## src/rtl/noc_pkg.sv

```systemverilog
package noc_pkg;

    // --------------------------------------------------
    // widths
    // --------------------------------------------------
    localparam int DATA_W    = 32;
    localparam int COORD_W   = 4;
    localparam int LEN_W     = 8;
    localparam int NUM_PORTS = 5;

    // bits left over in the head descriptor.
    localparam int RSVD_W = DATA_W - 4 * COORD_W - LEN_W;

    // --------------------------------------------------
    // flit format
    // --------------------------------------------------
    // head_tail is a packet without body words.
    typedef enum logic [1:0] {
        flit_head      = 2'd0,
        flit_body      = 2'd1,
        flit_tail      = 2'd2,
        flit_head_tail = 2'd3
    } flit_kind_e;

    // first word of a packet.
    typedef struct packed {
        logic [COORD_W-1:0] dest_x;
        logic [COORD_W-1:0] dest_y;
        logic [COORD_W-1:0] src_x;
        logic [COORD_W-1:0] src_y;
        logic [LEN_W-1:0]   len;
        logic [RSVD_W-1:0]  rsvd;
    } flit_head_t;

    // descriptor on a head flit, plain data otherwise.
    typedef union packed {
        flit_head_t        head;
        logic [DATA_W-1:0] data;
    } flit_payload_u;

    typedef struct packed {
        flit_kind_e    kind;
        flit_payload_u payload;
    } flit_t;

    // --------------------------------------------------
    // output ports
    // --------------------------------------------------
    // value doubles as the out_req / out_ack index.
    typedef enum logic [2:0] {
        port_north = 3'd0,
        port_south = 3'd1,
        port_east  = 3'd2,
        port_west  = 3'd3,
        port_local = 3'd4
    } port_e;

endpackage

```

## src/rtl/flit_injector.sv

```systemverilog
`timescale 1ns/100ps

module flit_injector #(
    parameter int FIFO_DEPTH = 8
) (
    input  logic                       clk,
    input  logic                       rst_n,
    input  logic                       in_req,
    input  logic [noc_pkg::DATA_W-1:0] in_word,
    input  logic                       in_first,
    output logic                       in_ack,
    output logic                       push,
    output noc_pkg::flit_t             push_flit,
    input  logic                       credit
);

    localparam int CNT_W = $clog2(FIFO_DEPTH + 1);

    logic [CNT_W-1:0]          credit_cnt;
    logic [noc_pkg::LEN_W-1:0] body_left;
    noc_pkg::flit_payload_u    word_u;
    noc_pkg::flit_kind_e       next_kind;
    logic                      accept;

    // host word seen through the union.
    assign word_u.data = in_word;

    // new request, not yet acked, and room downstream.
    assign accept = in_req && !in_ack && (credit_cnt != '0);

    // --------------------------------------------------
    // packet framing
    // --------------------------------------------------
    always_comb begin
        if (in_first) begin
            if (word_u.head.len == '0) begin
                next_kind = noc_pkg::flit_head_tail;
            end else begin
                next_kind = noc_pkg::flit_head;
            end
        end else if (body_left <= 1) begin
            next_kind = noc_pkg::flit_tail;
        end else begin
            next_kind = noc_pkg::flit_body;
        end
    end

    always_ff @(posedge clk) begin
        if (!rst_n) begin
            body_left <= '0;
        end else if (accept) begin
            if (in_first) begin
                body_left <= word_u.head.len;
            end else if (body_left != '0) begin
                body_left <= body_left - 1'b1;
            end
        end
    end

    always_ff @(posedge clk) begin
        if (accept) begin
            push_flit.kind    <= next_kind;
            push_flit.payload <= word_u;
        end
    end

    // --------------------------------------------------
    // host handshake and credits
    // --------------------------------------------------
    always_ff @(posedge clk) begin
        if (!rst_n) begin
            in_ack <= 1'b0;
            push   <= 1'b0;
        end else begin
            push <= accept;
            if (accept) begin
                in_ack <= 1'b1;
            end else if (!in_req) begin
                in_ack <= 1'b0;
            end
        end
    end

    // one credit per free buffer slot.
    always_ff @(posedge clk) begin
        if (!rst_n) begin
            credit_cnt <= CNT_W'(FIFO_DEPTH);
        end else begin
            case ({accept, credit})
                2'b10:   credit_cnt <= credit_cnt - 1'b1;
                2'b01:   credit_cnt <= credit_cnt + 1'b1;
                default: credit_cnt <= credit_cnt;
            endcase
        end
    end

endmodule

```

## src/rtl/input_buffer.sv

```systemverilog
`timescale 1ns/100ps

module input_buffer #(
    parameter int FIFO_DEPTH = 8
) (
    input  logic           clk,
    input  logic           rst_n,
    input  logic           push,
    input  noc_pkg::flit_t push_flit,
    input  logic           pop,
    output logic           head_valid,
    output noc_pkg::flit_t head_flit,
    output logic           credit
);

    // depth must be a power of two for the wrap bit scheme.
    localparam int AW = $clog2(FIFO_DEPTH);

    noc_pkg::flit_t mem [FIFO_DEPTH];

    logic [AW:0] wr_ptr;
    logic [AW:0] rd_ptr;
    logic        full;
    logic        wr_en;
    logic        rd_en;

    // same slot, wrap bits differ.
    assign full = (wr_ptr[AW] != rd_ptr[AW]) &&
                  (wr_ptr[AW-1:0] == rd_ptr[AW-1:0]);

    assign head_valid = (wr_ptr != rd_ptr);
    assign head_flit  = mem[rd_ptr[AW-1:0]];

    assign wr_en = push && !full;
    assign rd_en = pop && head_valid;

    // --------------------------------------------------
    // storage
    // --------------------------------------------------
    always_ff @(posedge clk) begin
        if (wr_en) begin
            mem[wr_ptr[AW-1:0]] <= push_flit;
        end
    end

    // --------------------------------------------------
    // pointers and credit return
    // --------------------------------------------------
    always_ff @(posedge clk) begin
        if (!rst_n) begin
            wr_ptr <= '0;
            rd_ptr <= '0;
            credit <= 1'b0;
        end else begin
            if (wr_en) begin
                wr_ptr <= wr_ptr + 1'b1;
            end
            if (rd_en) begin
                rd_ptr <= rd_ptr + 1'b1;
            end
            // slot freed, tell the injector.
            credit <= rd_en;
        end
    end

endmodule

```

## src/rtl/route_unit.sv

```systemverilog
`timescale 1ns/100ps

module route_unit #(
    parameter int ROUTER_X = 2,
    parameter int ROUTER_Y = 2
) (
    input  logic                          clk,
    input  logic                          rst_n,
    input  logic                          head_valid,
    input  noc_pkg::flit_t                head_flit,
    output logic                          pop,
    output noc_pkg::flit_t                out_flit,
    output logic [noc_pkg::NUM_PORTS-1:0] out_req,
    input  logic [noc_pkg::NUM_PORTS-1:0] out_ack
);

    localparam logic [noc_pkg::COORD_W-1:0] MY_X = ROUTER_X[noc_pkg::COORD_W-1:0];
    localparam logic [noc_pkg::COORD_W-1:0] MY_Y = ROUTER_Y[noc_pkg::COORD_W-1:0];

    localparam logic [1:0] ST_IDLE    = 2'd0;
    localparam logic [1:0] ST_REQ     = 2'd1;
    localparam logic [1:0] ST_ACK_LOW = 2'd2;

    logic [1:0]     state;
    logic           locked;
    logic           issue;
    logic           last_flit;
    noc_pkg::port_e cur_port;
    noc_pkg::port_e yx_port;
    noc_pkg::port_e port_sel;

    // --------------------------------------------------
    // yx routing
    // --------------------------------------------------
    // y first, then x.
    always_comb begin
        if (head_flit.payload.head.dest_y > MY_Y) begin
            yx_port = noc_pkg::port_north;
        end else if (head_flit.payload.head.dest_y < MY_Y) begin
            yx_port = noc_pkg::port_south;
        end else if (head_flit.payload.head.dest_x > MY_X) begin
            yx_port = noc_pkg::port_east;
        end else if (head_flit.payload.head.dest_x < MY_X) begin
            yx_port = noc_pkg::port_west;
        end else begin
            yx_port = noc_pkg::port_local;
        end
    end

    // body and tail follow the locked port.
    assign port_sel = locked ? cur_port : yx_port;

    assign issue     = (state == ST_IDLE) && head_valid;
    assign last_flit = (out_flit.kind == noc_pkg::flit_tail) ||
                       (out_flit.kind == noc_pkg::flit_head_tail);

    // --------------------------------------------------
    // output handshake
    // --------------------------------------------------
    always_ff @(posedge clk) begin
        if (!rst_n) begin
            state    <= ST_IDLE;
            out_req  <= '0;
            pop      <= 1'b0;
            locked   <= 1'b0;
            cur_port <= noc_pkg::port_local;
        end else begin
            pop <= 1'b0;
            case (state)
                ST_IDLE: begin
                    if (issue) begin
                        out_req           <= '0;
                        out_req[port_sel] <= 1'b1;
                        cur_port          <= port_sel;
                        if (head_flit.kind == noc_pkg::flit_head) begin
                            locked <= 1'b1;
                        end
                        state <= ST_REQ;
                    end
                end
                ST_REQ: begin
                    if (out_ack[cur_port]) begin
                        out_req <= '0;
                        pop     <= 1'b1;
                        // tail done, port is free again.
                        if (last_flit) begin
                            locked <= 1'b0;
                        end
                        state <= ST_ACK_LOW;
                    end
                end
                ST_ACK_LOW: begin
                    if (!out_ack[cur_port]) begin
                        state <= ST_IDLE;
                    end
                end
                default: state <= ST_IDLE;
            endcase
        end
    end

    // held until the next issue, covers the ack fall.
    always_ff @(posedge clk) begin
        if (issue) begin
            out_flit <= head_flit;
        end
    end

endmodule

```

## src/rtl/noc_router_top.sv

```systemverilog
`timescale 1ns/100ps

module noc_router_top #(
    parameter int FIFO_DEPTH = 8,
    parameter int ROUTER_X   = 2,
    parameter int ROUTER_Y   = 2
) (
    input  logic                          clk,
    input  logic                          rst_n,
    input  logic                          in_req,
    input  logic [noc_pkg::DATA_W-1:0]    in_word,
    input  logic                          in_first,
    output logic                          in_ack,
    output noc_pkg::flit_t                out_flit,
    output logic [noc_pkg::NUM_PORTS-1:0] out_req,
    input  logic [noc_pkg::NUM_PORTS-1:0] out_ack
);

    logic           push;
    noc_pkg::flit_t push_flit;
    logic           credit;
    logic           head_valid;
    noc_pkg::flit_t head_flit;
    logic           pop;

    // --------------------------------------------------
    // producer, buffer, consumer
    // --------------------------------------------------
    flit_injector #(
        .FIFO_DEPTH (FIFO_DEPTH)
    ) u_injector (
        .clk        (clk),
        .rst_n      (rst_n),
        .in_req     (in_req),
        .in_word    (in_word),
        .in_first   (in_first),
        .in_ack     (in_ack),
        .push       (push),
        .push_flit  (push_flit),
        .credit     (credit)
    );

    input_buffer #(
        .FIFO_DEPTH (FIFO_DEPTH)
    ) u_buffer (
        .clk        (clk),
        .rst_n      (rst_n),
        .push       (push),
        .push_flit  (push_flit),
        .pop        (pop),
        .head_valid (head_valid),
        .head_flit  (head_flit),
        .credit     (credit)
    );

    route_unit #(
        .ROUTER_X   (ROUTER_X),
        .ROUTER_Y   (ROUTER_Y)
    ) u_route (
        .clk        (clk),
        .rst_n      (rst_n),
        .head_valid (head_valid),
        .head_flit  (head_flit),
        .pop        (pop),
        .out_flit   (out_flit),
        .out_req    (out_req),
        .out_ack    (out_ack)
    );

endmodule

```

## config.mk

```make
export PLATFORM = sky130hd
export DESIGN_NAME = noc_router_top
export DESIGN_NICKNAME = d
export VERILOG_FILES = /design/src/rtl/noc_pkg.sv /design/src/rtl/flit_injector.sv /design/src/rtl/input_buffer.sv /design/src/rtl/route_unit.sv /design/src/rtl/noc_router_top.sv
export SDC_FILE = /design/constraint.sdc
export NUM_CORES = 1
export LEC_CHECK = 0
export BUFFER_PORTS_ARGS = -buffer_cell sky130_fd_sc_hd__buf_2
export CORE_MARGIN = 3
export CORE_UTILIZATION = 26
export DETAILED_ROUTE_END_ITERATION = 7
export SLEW_MARGIN = 20
export SYNTH_ARGS = -nofsm -noshare
export SYNTH_HDL_FRONTEND = slang
export SYNTH_SLANG_ARGS = --single-unit
```

## constraint.sdc

```tcl
create_clock -name clk -period 12.2 [get_ports clk]
set_input_delay 0.61 -clock clk [delete_from_list [all_inputs] [get_ports clk]]
set_output_delay 0.61 -clock clk [all_outputs]
set_load 0.02 [all_outputs]
```

==> impl_summary.log <==
[metrics] post-detailed-routing wire length: 30.5 mm
[metrics] share of the cycle needed by the critical path after routing: 0.253
[metrics] GRT Resource Usage Total: 0.105
[metrics] number of antenna violations at the first check in global routing: 0
[metrics] Worst EP arrival: about 3.3 ns
[metrics] worst hold slack: ~0.25 ns
[metrics] detail-routed via count per cell: between 4 and 5
[metrics] number of top-level pins: around 80
[metrics] final setup TNS: 0 ns
[metrics] antenna-violating nets left: 0
[metrics] hold crit path type: in -> reg
[metrics] type of element launching the critical path: register
[metrics] area of the core: 54100 um2
[metrics] count of final hold-check violations: 0
[metrics] total power: about 2.8 mW
[metrics] endpoints failing setup: 0
[metrics] Synth top area share: 0.713
[metrics] fraction of registers with async set or reset after synthesis: 0
[metrics] DRC violation count after routing: 0
[metrics] maximum vdd drop: about 0.000076 V
[metrics] Die X: around 240 um
[metrics] First-pass DRT Iterations: 4
[metrics] maximum buffer depth of the clock tree: 3
[metrics] num rows: between 80 and 90
[metrics] count leader, synth: sky130_fd_sc_hd__edfxtp_1
[metrics] Synth Cell Area: 14300 um2
[metrics] maximum single-stage delay on the critical path: 0.70 ns
[metrics] post-place instance area: roughly 16000 um2
[metrics] Post-CTS Setup Bufs: 0
[metrics] die height: between 200 and 250 um
[metrics] clk_lat worst skew: between 0.5 and 0.6 ns
[metrics] total of flip-flops plus latches after synthesis: between 300 and 400
[metrics] worst path cell trace: xnor2_1, a41o_1, or2_2, nor3b_2, buf_4
[metrics] number of flops mapped to enable cells by yosys: 340
[metrics] port bufs: 80
[metrics] clock tree from TritonCTS: done
[metrics] die area: 57900 um2
[metrics] relative max-transition margin: 0.295
[metrics] met3 track utilization from global routing: 0.0198
[metrics] sequential-to-total area share from yosys stat: 0.766
[metrics] nature of the critical path endpoint: register
[metrics] standard cell with the maximum stage delay on the critical path: sky130_fd_sc_hd__nor3b_2
[metrics] post-cts repair resize count: 0
[metrics] final core utilization: 0.311
[metrics] # fillers: just over 5000
[metrics] number of design-rule violations left by the first detailed-router iteration: between 400 and 500
[metrics] post-synth top area cell: sky130_fd_sc_hd__edfxtp_1
[metrics] Clock Root Buffer: sky130_fd_sc_hd__clkbuf_16
[metrics] PD cells: ~170 nW/um2
[metrics] design area: around 17000 um2
[metrics] primary flip-flop cell chosen by synthesis mapping: sky130_fd_sc_hd__edfxtp_1
[metrics] number of inserted diodes: 0
[metrics] total count of max-transition violations in the final report: 0
[metrics] largest net degree at the start of global routing: 70
[metrics] leading cell types by total area after synthesis: sky130_fd_sc_hd__edfxtp_1 71%, sky130_fd_sc_hd__mux4_2 9.0%, sky130_fd_sc_hd__dfxtp_1 5.3%
[metrics] most frequent cells after synthesis: 340 x sky130_fd_sc_hd__edfxtp_1, 57 x sky130_fd_sc_hd__mux4_2, 38 x sky130_fd_sc_hd__dfxtp_1
[metrics] maximum fanout along the worst path: 26
[metrics] LEAKAGE: 5.38 nW
[metrics] unrepaired setup endpoints after global routing: false
[metrics] final critical-path required period: approximately 3.1 ns
[metrics] global routing usage on met2: 0.168
[metrics] Area growth, synth to finish: 17.5%
[metrics] maximum clock rate: roughly 320 MHz
[metrics] actual slew at the worst max-slew pin: ~1.1 ns
[metrics] WP buf/inv: 1
[metrics] maxcap violations: 0
[metrics] first-pass GRT wire length: about 46 mm
[metrics] number of nets produced by synthesis: a little under 800
[metrics] Top Family by Delay on Critical Path: simple AND/OR/NAND/NOR gates
[metrics] fraction of layout instances using a drive strength above 1: 0.300
[metrics] Clock transition at path regs: ~0.06 ns
[metrics] Vias: roughly 6900
[metrics] vias in the first global route: between 7000 and 8000
[metrics] aggregate global routing overflow: 0
[metrics] Mapped Cells: 721
[metrics] CTS Buf Count: 38
[metrics] CP required: between 10 and 15 ns
[metrics] HPWL after DPL: between 15 and 20 mm
[metrics] fin nets: just under 900
[metrics] Top Usage Layer GRT: met2
[metrics] Syn Area/Cell: between 15 and 20 um2
[metrics] routed len/inst: between 15 and 20 um
[metrics] starting density of the core: 0.265
[metrics] met1 track demand over resource in global routing: 0.148
[metrics] Max H-tree Level: 2
[metrics] post-cts hold buffer count: 0
[metrics] final weighted congestion in routability-driven placement: approximately 0.75
[metrics] Num Clock Sinks: approximately 380
[metrics] result of the run: complete, no violations
[metrics] YS warnings: 0
[metrics] startpoint-to-endpoint class of the critical path: reg -> reg
[metrics] count of unique library cells instantiated by Yosys: between 50 and 60
[metrics] Max Clock Skew: around 0.015 ns
metal layers:
layer / share of wire / up-vias / routed length [um]
li1: - / 3105 / -
met1: 0.46 / 3637 / 14200
met2: 0.47 / 150 / 14500
met3: 0.045 / 41 / 1360
met4: 0.017 / 0 / 520
met5: 0 / - / 0
cell usage in the layout, fill, tap and decap left out, drive strengths merged, types with 3 or more instances in the layout:
cell	count
edfxtp	340
buf	93
mux4	65
clkbuf	49
dfxtp	38
mux2	29
nor2	29
nand2	24
inv	23
mux2i	20
o21ai	19
clkinv	15
a21oi	12
xnor2	9
nor3	8
ha	7
a22o	6
and2	5
nand3	5
xor2	5
a211oi	4
nor3b	4
or2	3
and3	3
a22oi	3
metrics by stage:
stage	setup slack [ns]	std cells
after CTS	8.70	1548
final	9.11	1549
after detailed placement	8.71	1479
after floorplan	7.10	721
after global routing	8.91	1549
after global placement	8.81	1479
power breakdown:
| part | switching [mW] | internal, mW |
|---|---|---|
| Sequential | 0.0394 | 1.47 |
| Clock | 0.482 | 0.640 |
| Combinational | 0.0927 | 0.0539 |
| Total | 0.614 | 2.17 |
registers in the layout (all words and copies together), names as in the netlist, named ones only:
signal / cells
u_route.state: 2
u_injector.in_ack: 1
u_buffer.wr_ptr: 4
u_route.locked: 1
u_buffer.rd_ptr: 4
u_injector.push_flit: 34
u_injector.push: 1
u_route.out_flit: 34
u_route.pop: 1
u_route.out_req: 5
u_buffer.mem: 272
u_route.cur_port: 3
u_injector.credit_cnt: 4
u_buffer.credit: 1
u_injector.body_left: 8
cell families (layout without fill, tap and decap cells):
kind of cell,after synthesis,after routing,share of synthesized area
buffers and inverters,51,183,0.0154
muxes,114,114,0.141
AOI/OAI and AO/OA,60,60,0.0283
and+or+nand+nor,96,96,0.0330
DFF,378,378,0.766
adders and majority gates,8,8,0.00751
xor gates and xnor gates,14,14,0.00856
final timing paths:
kind / start / endpoint / slack [ns] / cells after the start
max reg2reg: u_buffer.wr_ptr[1] / u_buffer.mem[2][10] / 9.11 / 5
min reg2reg: u_injector.body_left[6] / u_injector.body_left[6] / 0.49 / 2
min: in_word[17] / u_injector.push_flit[17] / 0.25 / 1
max: u_buffer.wr_ptr[1] / u_buffer.mem[2][10] / 9.11 / 5
worst reg2reg max path: cells and delay by family, from the launching register on:
family,cells,cell delay [ns]
simple gates,2,1.08
flops,1,0.61
buf+inv,1,0.53
compound gates,1,0.30
xor+xnor,1,0.19
area by class of cell:
class / instances / area [um2] / area share
flip-flops and latches: 378 / 11000 / 0.652
multi-input cells: 292 / 3190 / 0.189
clock buffers: 49 / 1020 / 0.0608
well taps: 696 / 871 / 0.0517
repair buffers: 93 / 518 / 0.0308
clock inverters: 20 / 170 / 0.0101
inverters: 21 / 78.8 / 0.00468
(Power assumes the default switching activity.)
